`config.mk`:
```
export PLATFORM = sky130hd
export DESIGN_NAME = execUnit
export DESIGN_NICKNAME = d
export VERILOG_FILES = /design/src/design/aluPkg.sv /design/src/design/alu.sv /design/src/design/divider.sv /design/src/design/statusRegister.sv /design/src/design/execUnit.sv
export VERILOG_INCLUDE_DIRS = /design/src /design/src/design
export SDC_FILE = /design/constraint.sdc
export NUM_CORES = 2
export LEC_CHECK = 0
export ABC_AREA = 1
export BUFFER_PORTS_ARGS = -buffer_cell sky130_fd_sc_hd__buf_2
export CORE_MARGIN = 2
export CORE_UTILIZATION = 65
export CTS_CLUSTER_SIZE = 14
export DETAILED_ROUTE_END_ITERATION = 8
export HOLD_SLACK_MARGIN = 0.05
export PLACE_DENSITY = 0.85
export SLEW_MARGIN = 20
export SYNTH_ARGS = -nofsm -noshare
export SYNTH_HDL_FRONTEND = slang
export SYNTH_SLANG_ARGS = --single-unit
```
`constraint.sdc`:
```
create_clock -name clk -period 21.7 [get_ports clk]
set_clock_uncertainty 0.15 [all_clocks]
set_input_delay 2.17 -clock clk [delete_from_list [all_inputs] [get_ports clk]]
set_output_delay 2.17 -clock clk [all_outputs]
set_load 0.005 [all_outputs]
```
`src/design/alu_config.svh`:
```
`ifndef ALU_CONFIG_SVH
`define ALU_CONFIG_SVH

// Operand width of the execute stage
`define ALU_DATA_WIDTH 32

// Opcode field width, matches the enum in aluPkg
`define ALU_OP_WIDTH 5

// Restoring divider produces one quotient bit per step
`define ALU_DIV_STEPS `ALU_DATA_WIDTH

`endif

```
`src/design/aluPkg.sv`:
```
`default_nettype none

`include "alu_config.svh"

package aluPkg;

  // Opcode encodings shared with the decode stage
  typedef enum logic [`ALU_OP_WIDTH-1:0] {
    ADD    = 5'b00000,
    ADC    = 5'b00001,
    QADD   = 5'b00010,
    SUB    = 5'b00011,
    SBC    = 5'b00100,
    RSB    = 5'b00101,
    QSUB   = 5'b00110,
    MUL    = 5'b00111,
    UDIV   = 5'b01110,
    SDIV   = 5'b01111,
    AND_OP = 5'b10000,
    BIC    = 5'b10001,
    ORR    = 5'b10010,
    ORN    = 5'b10011,
    EOR    = 5'b10100,
    CMN    = 5'b10101,
    TST    = 5'b10110,
    TEQ    = 5'b10111,
    CMP    = 5'b11000,
    MOV    = 5'b11001,
    RSHIFT = 5'b11010,
    ASHIFT = 5'b11011,
    LSHIFT = 5'b11100,
    ROR    = 5'b11101,
    RRX    = 5'b11110
  } aluOpT;

  // Status flags, q is the sticky saturation bit
  typedef struct packed {
    logic n;
    logic z;
    logic c;
    logic v;
    logic q;
  } flagsT;

  typedef struct packed {
    aluOpT                     op;
    logic [`ALU_DATA_WIDTH-1:0] a;
    logic [`ALU_DATA_WIDTH-1:0] b;
    logic                      setFlags;
  } execReqT;

  typedef struct packed {
    logic [2*`ALU_DATA_WIDTH-1:0] result;
    flagsT                        flags;
  } execRspT;

  // Datapath to top level bundle
  typedef struct packed {
    logic [2*`ALU_DATA_WIDTH-1:0] result;
    flagsT                        flags;
  } aluOutT;

endpackage

`default_nettype wire

```
`src/design/alu.sv`:
```
`default_nettype none

`include "alu_config.svh"

module alu (
  input  aluPkg::aluOpT              op,
  input  logic [`ALU_DATA_WIDTH-1:0] a,
  input  logic [`ALU_DATA_WIDTH-1:0] b,
  input  aluPkg::flagsT              flagsIn,
  output aluPkg::aluOutT             out
);

  localparam int W  = `ALU_DATA_WIDTH;
  localparam int SW = $clog2(W);
  localparam logic [W-1:0] SAT_MAX = {1'b0, {(W-1){1'b1}}};
  localparam logic [W-1:0] SAT_MIN = {1'b1, {(W-1){1'b0}}};

  logic [SW-1:0]  shiftAmount;
  logic [W-1:0]   addA;
  logic [W-1:0]   addB;
  logic           addCin;
  logic [W:0]     sum;
  logic           addOverflow;
  logic [W:0]     lslExt;
  logic [W:0]     lsrExt;
  logic [W:0]     asrExt;
  logic [2*W-1:0] rorExt;
  logic [2*W-1:0] product;
  logic [W-1:0]   r;
  logic           carryNext;
  logic           overflowNext;
  logic           saturate;

  // One adder serves the whole add and subtract group
  // Subtraction is a + ~b + carry, so the carry out is NOT borrow
  always_comb begin
    addA   = a;
    addB   = b;
    addCin = 1'b0;
    case (op)
      aluPkg::ADC: addCin = flagsIn.c;
      aluPkg::SUB, aluPkg::QSUB, aluPkg::CMP: begin
        addB   = ~b;
        addCin = 1'b1;
      end
      aluPkg::SBC: begin
        addB   = ~b;
        addCin = flagsIn.c;
      end
      aluPkg::RSB: begin
        addA   = b;
        addB   = ~a;
        addCin = 1'b1;
      end
      default: begin
        addCin = 1'b0;
      end
    endcase
  end

  assign sum         = {1'b0, addA} + {1'b0, addB} + {{W{1'b0}}, addCin};
  assign addOverflow = (addA[W-1] == addB[W-1]) && (sum[W-1] != addA[W-1]);

  // Shift amount comes from the low bits of b
  assign shiftAmount = b[SW-1:0];

  // Extra bit on each shifter catches the last bit shifted out
  assign lslExt  = {1'b0, a} << shiftAmount;
  assign lsrExt  = {a, 1'b0} >> shiftAmount;
  assign asrExt  = $signed({a, 1'b0}) >>> shiftAmount;
  assign rorExt  = {a, a} >> shiftAmount;
  assign product = {{W{1'b0}}, a} * {{W{1'b0}}, b};

  always_comb begin
    r            = '0;
    carryNext    = flagsIn.c;
    overflowNext = flagsIn.v;
    saturate     = 1'b0;
    case (op)
      aluPkg::ADD, aluPkg::ADC, aluPkg::SUB, aluPkg::SBC,
      aluPkg::RSB, aluPkg::CMN, aluPkg::CMP: begin
        r            = sum[W-1:0];
        carryNext    = sum[W];
        overflowNext = addOverflow;
      end
      // Saturating forms leave C and V as they were
      aluPkg::QADD, aluPkg::QSUB: begin
        saturate = addOverflow;
        if (!addOverflow) begin
          r = sum[W-1:0];
        end else begin
          r = addA[W-1] ? SAT_MIN : SAT_MAX;
        end
      end
      aluPkg::MUL:                 r = product[W-1:0];
      aluPkg::AND_OP, aluPkg::TST: r = a & b;
      aluPkg::BIC:                 r = a & ~b;
      aluPkg::ORR:                 r = a | b;
      aluPkg::ORN:                 r = a | ~b;
      aluPkg::EOR, aluPkg::TEQ:    r = a ^ b;
      aluPkg::MOV:                 r = b;
      aluPkg::LSHIFT: begin
        r = lslExt[W-1:0];
        if (shiftAmount != '0) carryNext = lslExt[W];
      end
      aluPkg::RSHIFT: begin
        r = lsrExt[W:1];
        if (shiftAmount != '0) carryNext = lsrExt[0];
      end
      aluPkg::ASHIFT: begin
        r = asrExt[W:1];
        if (shiftAmount != '0) carryNext = asrExt[0];
      end
      aluPkg::ROR: begin
        r = rorExt[W-1:0];
        // Last bit rotated out lands in the MSB
        if (shiftAmount != '0) carryNext = rorExt[W-1];
      end
      aluPkg::RRX: begin
        r         = {flagsIn.c, a[W-1:1]};
        carryNext = a[0];
      end
      // Divides are served by the divider
      default: r = '0;
    endcase
  end

  always_comb begin
    out.result  = (op == aluPkg::MUL) ? product : {{W{1'b0}}, r};
    out.flags.n = r[W-1];
    out.flags.z = (r == '0);
    out.flags.c = carryNext;
    out.flags.v = overflowNext;
    out.flags.q = flagsIn.q | saturate;
  end

endmodule

`default_nettype wire

```
`src/design/divider.sv`:
```
`default_nettype none

`include "alu_config.svh"

module divider (
  input  logic                       clk,
  input  logic                       rstN,
  input  logic                       start,
  input  logic                       signedDiv,
  input  logic [`ALU_DATA_WIDTH-1:0] dividend,
  input  logic [`ALU_DATA_WIDTH-1:0] divisor,
  output logic                       busy,
  output logic                       done,
  output logic [`ALU_DATA_WIDTH-1:0] quotient
);

  localparam int W     = `ALU_DATA_WIDTH;
  localparam int STEPS = `ALU_DIV_STEPS;
  localparam int CW    = $clog2(STEPS + 1);

  logic [W-1:0]  remReg;
  logic [W-1:0]  quoReg;
  logic [W-1:0]  dvsrReg;
  logic          negReg;
  logic          zeroReg;
  logic [CW-1:0] stepsLeft;
  logic          lastStep;
  logic [W-1:0]  dividendMag;
  logic [W-1:0]  divisorMag;
  logic [W-1:0]  stepRemIn;
  logic [W-1:0]  stepQuoIn;
  logic [W-1:0]  stepDvsr;
  logic [W:0]    shifted;
  logic [W+1:0]  trial;
  logic [W-1:0]  stepRem;
  logic [W-1:0]  stepQuo;

  assign dividendMag = (signedDiv && dividend[W-1]) ? -dividend : dividend;
  assign divisorMag  = (signedDiv && divisor[W-1]) ? -divisor : divisor;

  // The start cycle already runs the first step on the fresh operands
  assign stepRemIn = start ? '0 : remReg;
  assign stepQuoIn = start ? dividendMag : quoReg;
  assign stepDvsr  = start ? divisorMag : dvsrReg;

  assign shifted = {stepRemIn, stepQuoIn[W-1]};
  assign trial   = {1'b0, shifted} - {2'b00, stepDvsr};

  // Restore on borrow, otherwise keep the difference
  always_comb begin
    if (trial[W+1]) begin
      stepRem = shifted[W-1:0];
      stepQuo = {stepQuoIn[W-2:0], 1'b0};
    end else begin
      stepRem = trial[W-1:0];
      stepQuo = {stepQuoIn[W-2:0], 1'b1};
    end
  end

  assign lastStep = busy && (stepsLeft == CW'(1));

  always_ff @(posedge clk or negedge rstN) begin
    if (!rstN) begin
      busy      <= 1'b0;
      done      <= 1'b0;
      stepsLeft <= '0;
    end else begin
      done <= lastStep;
      if (start) begin
        busy      <= 1'b1;
        stepsLeft <= CW'(STEPS - 1);
      end else if (busy) begin
        stepsLeft <= stepsLeft - 1'b1;
        if (lastStep) busy <= 1'b0;
      end
    end
  end

  always_ff @(posedge clk) begin
    if (start || busy) begin
      remReg <= stepRem;
      quoReg <= stepQuo;
    end
    if (start) begin
      dvsrReg <= divisorMag;
      negReg  <= signedDiv && (dividend[W-1] ^ divisor[W-1]);
      zeroReg <= (divisor == '0);
    end
    // Sign applied as the last bit comes out, zero for a zero divisor
    if (lastStep) begin
      quotient <= zeroReg ? '0 : (negReg ? -stepQuo : stepQuo);
    end
  end

  noStartWhileBusy: assert property (@(posedge clk) disable iff (!rstN) start |-> !busy)
    else $error("divider: start raised while a division is running");

endmodule

`default_nettype wire

```
`src/design/statusRegister.sv`:
```
`default_nettype none

module statusRegister (
  input  logic          clk,
  input  logic          rstN,
  input  logic          update,
  input  logic          setFlags,
  input  aluPkg::flagsT flagsNext,
  output aluPkg::flagsT flags
);

  logic load;

  // Flags move only for ops that ask for it
  assign load = update && setFlags;

  // The datapath reads flags directly for carry-in and pass-through
  always_ff @(posedge clk or negedge rstN) begin
    if (!rstN) begin
      flags <= '0;
    end else if (load) begin
      flags.n <= flagsNext.n;
      flags.z <= flagsNext.z;
      flags.c <= flagsNext.c;
      flags.v <= flagsNext.v;
      // Saturation is sticky until reset
      flags.q <= flags.q | flagsNext.q;
    end
  end

endmodule

`default_nettype wire

```
`src/design/execUnit.sv`:
```
`default_nettype none

`include "alu_config.svh"

module execUnit (
  input  logic            clk,
  input  logic            rstN,
  input  logic            req,
  input  aluPkg::execReqT reqData,
  output logic            ack,
  output aluPkg::execRspT rspData
);

  localparam int W = `ALU_DATA_WIDTH;

  typedef enum logic [1:0] {
    IDLE,
    COMPUTE,
    RESPOND,
    RELEASE
  } stateT;

  stateT           state;
  aluPkg::execReqT reqQ;
  aluPkg::aluOutT  aluOut;
  aluPkg::flagsT   flags;
  aluPkg::flagsT   divFlags;
  aluPkg::flagsT   flagsNext;
  logic            isDiv;
  logic            divStart;
  logic            divIssued;
  logic            divDone;
  logic [W-1:0]    quotient;
  logic            resultReady;

  assign isDiv    = (reqQ.op == aluPkg::UDIV) || (reqQ.op == aluPkg::SDIV);
  assign divStart = (state == COMPUTE) && isDiv && !divIssued;

  // Doubles as the status update strobe on the ack edge
  assign resultReady = (state == COMPUTE) && (!isDiv || divDone);

  // Divides only touch N and Z
  always_comb begin
    divFlags   = flags;
    divFlags.n = quotient[W-1];
    divFlags.z = (quotient == '0);
  end

  assign flagsNext = isDiv ? divFlags : aluOut.flags;

  alu uAlu (
    .op      (reqQ.op),
    .a       (reqQ.a),
    .b       (reqQ.b),
    .flagsIn (flags),
    .out     (aluOut)
  );

  divider uDivider (
    .clk       (clk),
    .rstN      (rstN),
    .start     (divStart),
    .signedDiv (reqQ.op == aluPkg::SDIV),
    .dividend  (reqQ.a),
    .divisor   (reqQ.b),
    .busy      (),
    .done      (divDone),
    .quotient  (quotient)
  );

  statusRegister uStatus (
    .clk       (clk),
    .rstN      (rstN),
    .update    (resultReady),
    .setFlags  (reqQ.setFlags),
    .flagsNext (flagsNext),
    .flags     (flags)
  );

  // Four-phase handshake controller
  always_ff @(posedge clk or negedge rstN) begin
    if (!rstN) begin
      state     <= IDLE;
      ack       <= 1'b0;
      divIssued <= 1'b0;
      reqQ      <= '0;
    end else begin
      case (state)
        IDLE: begin
          if (req) begin
            reqQ      <= reqData;
            divIssued <= 1'b0;
            state     <= COMPUTE;
          end
        end
        COMPUTE: begin
          if (divStart) divIssued <= 1'b1;
          if (resultReady) begin
            ack   <= 1'b1;
            state <= RESPOND;
          end
        end
        // Hold ack and data while the requester keeps req up
        RESPOND: if (!req) state <= RELEASE;
        RELEASE: begin
          ack   <= 1'b0;
          state <= IDLE;
        end
        default: state <= IDLE;
      endcase
    end
  end

  always_ff @(posedge clk) begin
    if (resultReady) begin
      rspData.result <= isDiv ? {{W{1'b0}}, quotient} : aluOut.result;
      rspData.flags  <= reqQ.setFlags ? flagsNext : flags;
    end
  end

  ackNeedsReq: assert property (@(posedge clk) disable iff (!rstN) $rose(ack) |-> $past(req))
    else $error("execUnit: ack rose without a pending req");

  reqDataHeld: assert property (@(posedge clk) disable iff (!rstN)
    (req && !ack) |=> $stable(reqData))
    else $error("execUnit: reqData changed before ack");

endmodule

`default_nettype wire

```
Yosys cells after proc, flatten, opt, wreduce, memory -nomap -nowiden
Index checks and enable logic that the tools add are counted.
{"block": "totals", "regBits": 286, "out_inout_bits": 70, "wordCells": 159}
{"block": "classes", "n_addsub": 7, "n_shift": 4, "n_eq_ne": 34, "multipliers": 1, "muxes": 39, "bitwise_logic": 11, "reduce_logical": 35}
{"operator": "one-hot mux 32 bit (14 select lines)", "count": 1}
{"operator": "2-to-1 mux 32 bit", "count": 12}
{"operator": "zero test 32 bit", "count": 3}
{"operator": "negation 32 bit", "count": 3}
{"operator": "== test 5 bit, second input constant", "count": 15}
{"operator": "bitwise AND 32 bit", "count": 2}
{"operator": "multiplier 32 x 32 -> 64 bit", "count": 1}
{"operator": "NOT 32 bit", "count": 2}
{"operator": "bitwise OR 32 bit", "count": 2}
{"operator": "one-hot mux 32 bit (2 select lines)", "count": 1}
{"operator": "right shift 64 x 5 -> 32 bit", "count": 1}
{"operator": "subtractor 33 x 32 -> 34 bit", "count": 1}
{"operator": "adder 32 x 32 -> 33 bit", "count": 1}
{"operator": "adder 33 x 1 -> 33 bit", "count": 1}
{"operator": "left shift 32 x 5 -> 33 bit", "count": 1}
{"operator": "right shift 33 x 5 -> 33 bit", "count": 1}
{"operator": ">>> shifter 33 x 5 -> 33 bit", "count": 1}
{"operator": "bitwise XOR 32 bit", "count": 1}
{"operator": "== test 5 x 3 -> 1 bit, second input constant", "count": 4}
{"operator": "2-to-1 mux 1 bit", "count": 13}
{"operator": "2-to-1 mux 6 bit", "count": 2}
{"operator": "== test 5 x 2 -> 1 bit, second input constant", "count": 2}
{"operator": "== test 5 x 4 -> 1 bit, second input constant", "count": 2}
{"operator": "2-to-1 mux 5 bit", "count": 2}
{"operator": "other kinds (28)", "count": 56}

Longest topological paths before layout
{"block": "logic_depth", "depth_word": 12, "ltp_mapped": 43}

Modules after synthesis
Synthesis repeated with hierarchy kept, for this count alone.
{"block": "hier_totals", "cells_unflattened": 8599, "hier_area_um2": 60928.4}
{"mod": "alu", "area_per_inst_um2": 44641.6, "seq_area_each_um2": 0.0, "n_inst": 1, "cells_per_inst": 6669}
{"mod": "divider", "area_per_inst_um2": 10181.0, "seq_area_each_um2": 3783.6, "n_inst": 1, "cells_per_inst": 1424}
{"mod": "execUnit", "area_per_inst_um2": 5911.9, "seq_area_each_um2": 3923.8, "n_inst": 1, "cells_per_inst": 485}
{"mod": "statusRegister", "area_per_inst_um2": 193.9, "seq_area_each_um2": 125.1, "n_inst": 1, "cells_per_inst": 21}

Worst setup path after synthesis
OpenSTA, ideal clock, no wires.
{"block": "synth_timing", "path_type": "flip-flop to flip-flop", "from": "register reqQ[5] (netlist bit)", "to": "register rspData[62] (netlist bit) (data pin)", "required_ns": 21.297, "arrival_ns": 7.688, "slack_ns": 13.609, "path_stages_with_launch": 38, "period_less_slack_ns": 8.091, "cell_sequence": "dfrtp_1 > clkbuf_1 > clkbuf_1 > buf_1 > clkbuf_1 > clkbuf_1 > nand2_1 > inv_1 > fa_1 > inv_1 > fa_1 > fa_1 > fa_1 > inv_1 > fa_1 > inv_1 > fa_1 > inv_1 > [2 not listed] > ha_1 > nand2_1 > nor2_1 > nand2_1 > nor2_1 > nand2_1 > nand3_1 > nand2_1 > nand2_1 > inv_1 > o21ai_0 > a21oi_1 > o21bai_1 > nand2_1 > o211ai_1 > nand2_1 > nand2_1 > nor2_1"}
{"block": "synth_via", "elab_chain_cells": 1}
{"element": "start: declaration", "line_no": "execUnit.sv:24", "source": "aluPkg::execReqT reqQ;"}
{"element": "start signal: assignment", "line_no": "execUnit.sv:91", "source": "reqQ <= reqData;"}
{"element": "multiplier 32 x 32 -> 64 bit", "line_no": "alu.sv:72", "source": "assign product = {{W{1'b0}}, a} * {{W{1'b0}}, b};"}
{"element": "end: declaration", "line_no": "execUnit.sv:11", "source": "output aluPkg::execRspT rspData"}
Every way passes these cells.
A chain may end at the register's enable or synchronous reset.

Worst setup path in the final report
{"block": "layout_timing", "from": "register reqQ[18] (netlist bit)", "to": "register rspData[64] (netlist bit) (data pin)"}
The elaborated chain is that of the path after synthesis.

==> metrics.yaml <==
tritoncts: "done"
first_global_vias: 59000
hold_viol: 0
synth_top_area_frac: 0.305
vias: 58100
busiest_layer: "met2"
arrival_ns: 10.00
insertion_delay_ns: 0.63
yosysWarnings: 0
gp_congestion: 1.12
die_h_um: 305
tightest_slew_ns: 1.17
yosysMostFrequentCell: "nand2_1"
cts_max_level: 2
dieArea_um2: 93200
core_area_um2: 90000
setup_tns_ns: 0
yosys-top-cells-count: "nand2_1 (2262), inv_1 (1716), fa_1 (899), nand3_1 (566), nor2_1 (519)"
first_pass_iters: 9
grtUsageMet3: 0.166
grt_pass1_wl_mm: 346
hp-class: "register to register"
status: "finished with violations"
fmax_mhz: 103
crit_top_cell: "fa_1"
violations: "design-rule violations"
grtUsageTotal: 0.495
rsz0062_at_grt: "false"
ant_nets: 0
drv_slew: 0
maxCapViolCount: 0
synthTopCellsByArea: "fa_1 (30%), nand2_1 (14%), inv_1 (11%)"
areaGrowthSynthToFinish_pct: 4.36
clk_pin_slew_ns: 0.06
cts_buffer_depth: 3
yosys.area.top_type: "fa_1"
cts_setup_buffers: 0
synth_seq_cells: 286
portBuffers: 142
avgSynthCellArea_um2: 7.14
io-pin-count: 143
nFillCells: 7505
initialDrtViolationCount: 8166
setup_violations: 0
cp-start-kind: "register"
grt_overflow_total: 0
via_per_inst: 6.22
ctsResizeCount: 0
cp.buffers_inverters: 8
fp-row-count: 110
initial_core_util: 0.656
synth_cell_types: 55
finalCriticalPeriod_ns: 9.69
grt_use_met1: 0.593
slew-limit-headroom: 0.220
path_class: "register to register"
root_buffer: "clkbuf_16"
crit_path_end_kind: "register"
cp_slowest_cell: "dfrtp_1"
critPathMaxStageDelay_ns: 0.72
grt_max_degree: 78
drc_errors: 47
path_delay_family: "adder cells"
drive_gt1_frac: 0.0483
ys_seq_area_frac: 0.133
dpl.hpwl_mm: 176
synth_edf_count: 167
period_share: 0.446
cts_hold_buf: 0
numCtsBuffers: 36
wire_per_inst_um: 24.6
cp.required_ns: 22.01
antenna_found_initial: 17
syn_nets: 9608
netlist_instances: 8267
clock_sinks: 286
async_flop_share: 0.304
fin_nets: 9475
globalRouteMet2Util: 0.747
die_x_um: 305
critical_path.max_fanout: 28
wl_mm: 230
synth_ff_type: "edfxtp_1"
synthesis.area_um2: 59000
[worst register-to-register path: cells and delay by family (launching register included)]
kind / cells / cell delay [ns]
AOI/OAI and AO/OA: 8 / 2.27
DFF: 1 / 0.72
buffers and inverters: 8 / 1.10
and+or+nand+nor: 4 / 0.76
adders and majority gates: 9 / 4.57
[path summary, 6_finish.rpt]
path / startpoint / end / slack, ns / cells after the start
setup / recovery: reqQ[18]$_DFFE_PN0P_ / rspData[64]$_SDFFCE_PP0P_ / 12.01 / 29
min in group asynchronous: rstN / divIssued$_DFFE_PN0P_ / 1.51 / 1
hold / removal: uDivider.dvsrReg[30]$_DFF_P_ / uDivider.dvsrReg[30]$_DFF_P_ / 0.32 / 2
hold reg to reg: uDivider.dvsrReg[30]$_DFF_P_ / uDivider.dvsrReg[30]$_DFF_P_ / 0.32 / 2
max in group asynchronous: rstN / reqQ[15]$_DFFE_PN0P_ / 18.49 / 2
setup reg to reg: reqQ[18]$_DFFE_PN0P_ / rspData[64]$_SDFFCE_PP0P_ / 12.01 / 29
[cell type report]
cell class,instances,area [µm²],area share
multi-input combinational,5814,43000,0.698
sequential,286,7840,0.127
inverter,1742,6540,0.106
timing repair buffer,254,1550,0.0252
tap,1176,1470,0.0239
clock buffer,43,958,0.0156
clock inverter,22,200,0.00325
antenna,9,22.5,0.000366
[stage by stage]
stage | instance area [µm²] | hold WS (ns) | cells | setup slack [ns] | utilization
detailed placement | 60400 | 0.301 | 9272 | 12.55 | 0.671
global placement | 60400 | 0.286 | 9272 | 12.59 | 0.671
CTS | 61600 | 0.319 | 9337 | 12.48 | 0.684
global route | 61600 | 0.330 | 9337 | 11.83 | 0.684
finish | 61600 | 0.318 | 9346 | 12.01 | 0.684
floorplan | 59000 | 0.272 | 8267 | 13.61 | -
[flip-flops by register name (all words and copies together), names as in the netlist, 2 cells and up]
| register | count |
|---|---|
| uDivider.quoReg | 32 |
| uDivider.stepsLeft | 6 |
| uDivider.dvsrReg | 32 |
| reqQ | 70 |
| uDivider.remReg | 32 |
| uStatus.flags | 5 |
| rspData | 69 |
| uDivider.quotient | 32 |
| state | 2 |
[layer usage]
layer / vias up / part of all wire
met2: 4463 / 0.43
met5: - / 0.00082
met1: 27400 / 0.34
met3: 1373 / 0.14
li1: 24900 / -
met4: 22 / 0.091
[placed cells by master (no fill, tap or decap), types with 8 or more instances in the layout]
| cell type | Yosys | layout |
|---|---|---|
| o21a_1 | 28 | 28 |
| o21bai_1 | 26 | 26 |
| clkinv_1 | 13 | 17 |
| buf_4 | 2 | 113 |
| nor3_1 | 59 | 59 |
| o21ai_0 | 349 | 347 |
| nand2_2 | 10 | 11 |
| dfxtp_1 | 32 | 32 |
| ha_1 | 369 | 369 |
| a21boi_0 | 8 | 8 |
| nand3b_1 | 11 | 11 |
| nand3_1 | 566 | 566 |
| o22ai_1 | 12 | 12 |
| a31oi_1 | 21 | 21 |
| buf_2 | 31 | 141 |
| dfrtp_1 | 87 | 83 |
| nor2_1 | 519 | 517 |
| o211ai_1 | 19 | 19 |
| xor2_1 | 85 | 85 |
| o21ai_1 | 15 | 17 |
| a21oi_1 | 348 | 348 |
| fa_1 | 899 | 899 |
| or2_2 | 19 | 19 |
| nor4_1 | 10 | 9 |
| nor2_2 | 9 | 11 |
| inv_2 | 12 | 16 |
| edfxtp_1 | 167 | 167 |
| a22oi_1 | 26 | 26 |
| a21o_1 | 10 | 10 |
| diode_2 | 0 | 9 |
| inv_1 | 1716 | 1712 |
| nand4_1 | 66 | 66 |
| nand2_1 | 2262 | 2260 |
| xnor2_1 | 24 | 24 |
| clkbuf_16 | 0 | 37 |
[logic make-up (layout without fill, tap and decap cells)]
logic type                 after synthesis  in the layout  share of synthesized area
buffers and inverters                 2167           2061                      0.139
adders and majority gates             1268           1268                      0.383
DFF                                    286            286                      0.133
and+or+nand+nor                       3549           3549                      0.246
other                                    0              9                          0
AOI/OAI and AO/OA                      886            886                     0.0822
xor gates and xnor gates               109            109                     0.0162
muxes                                    2              2                   0.000381
Power is left out: the tool's default activity adds up to more than one toggle a clock period on the data nets, which glitch-free logic cannot reach.
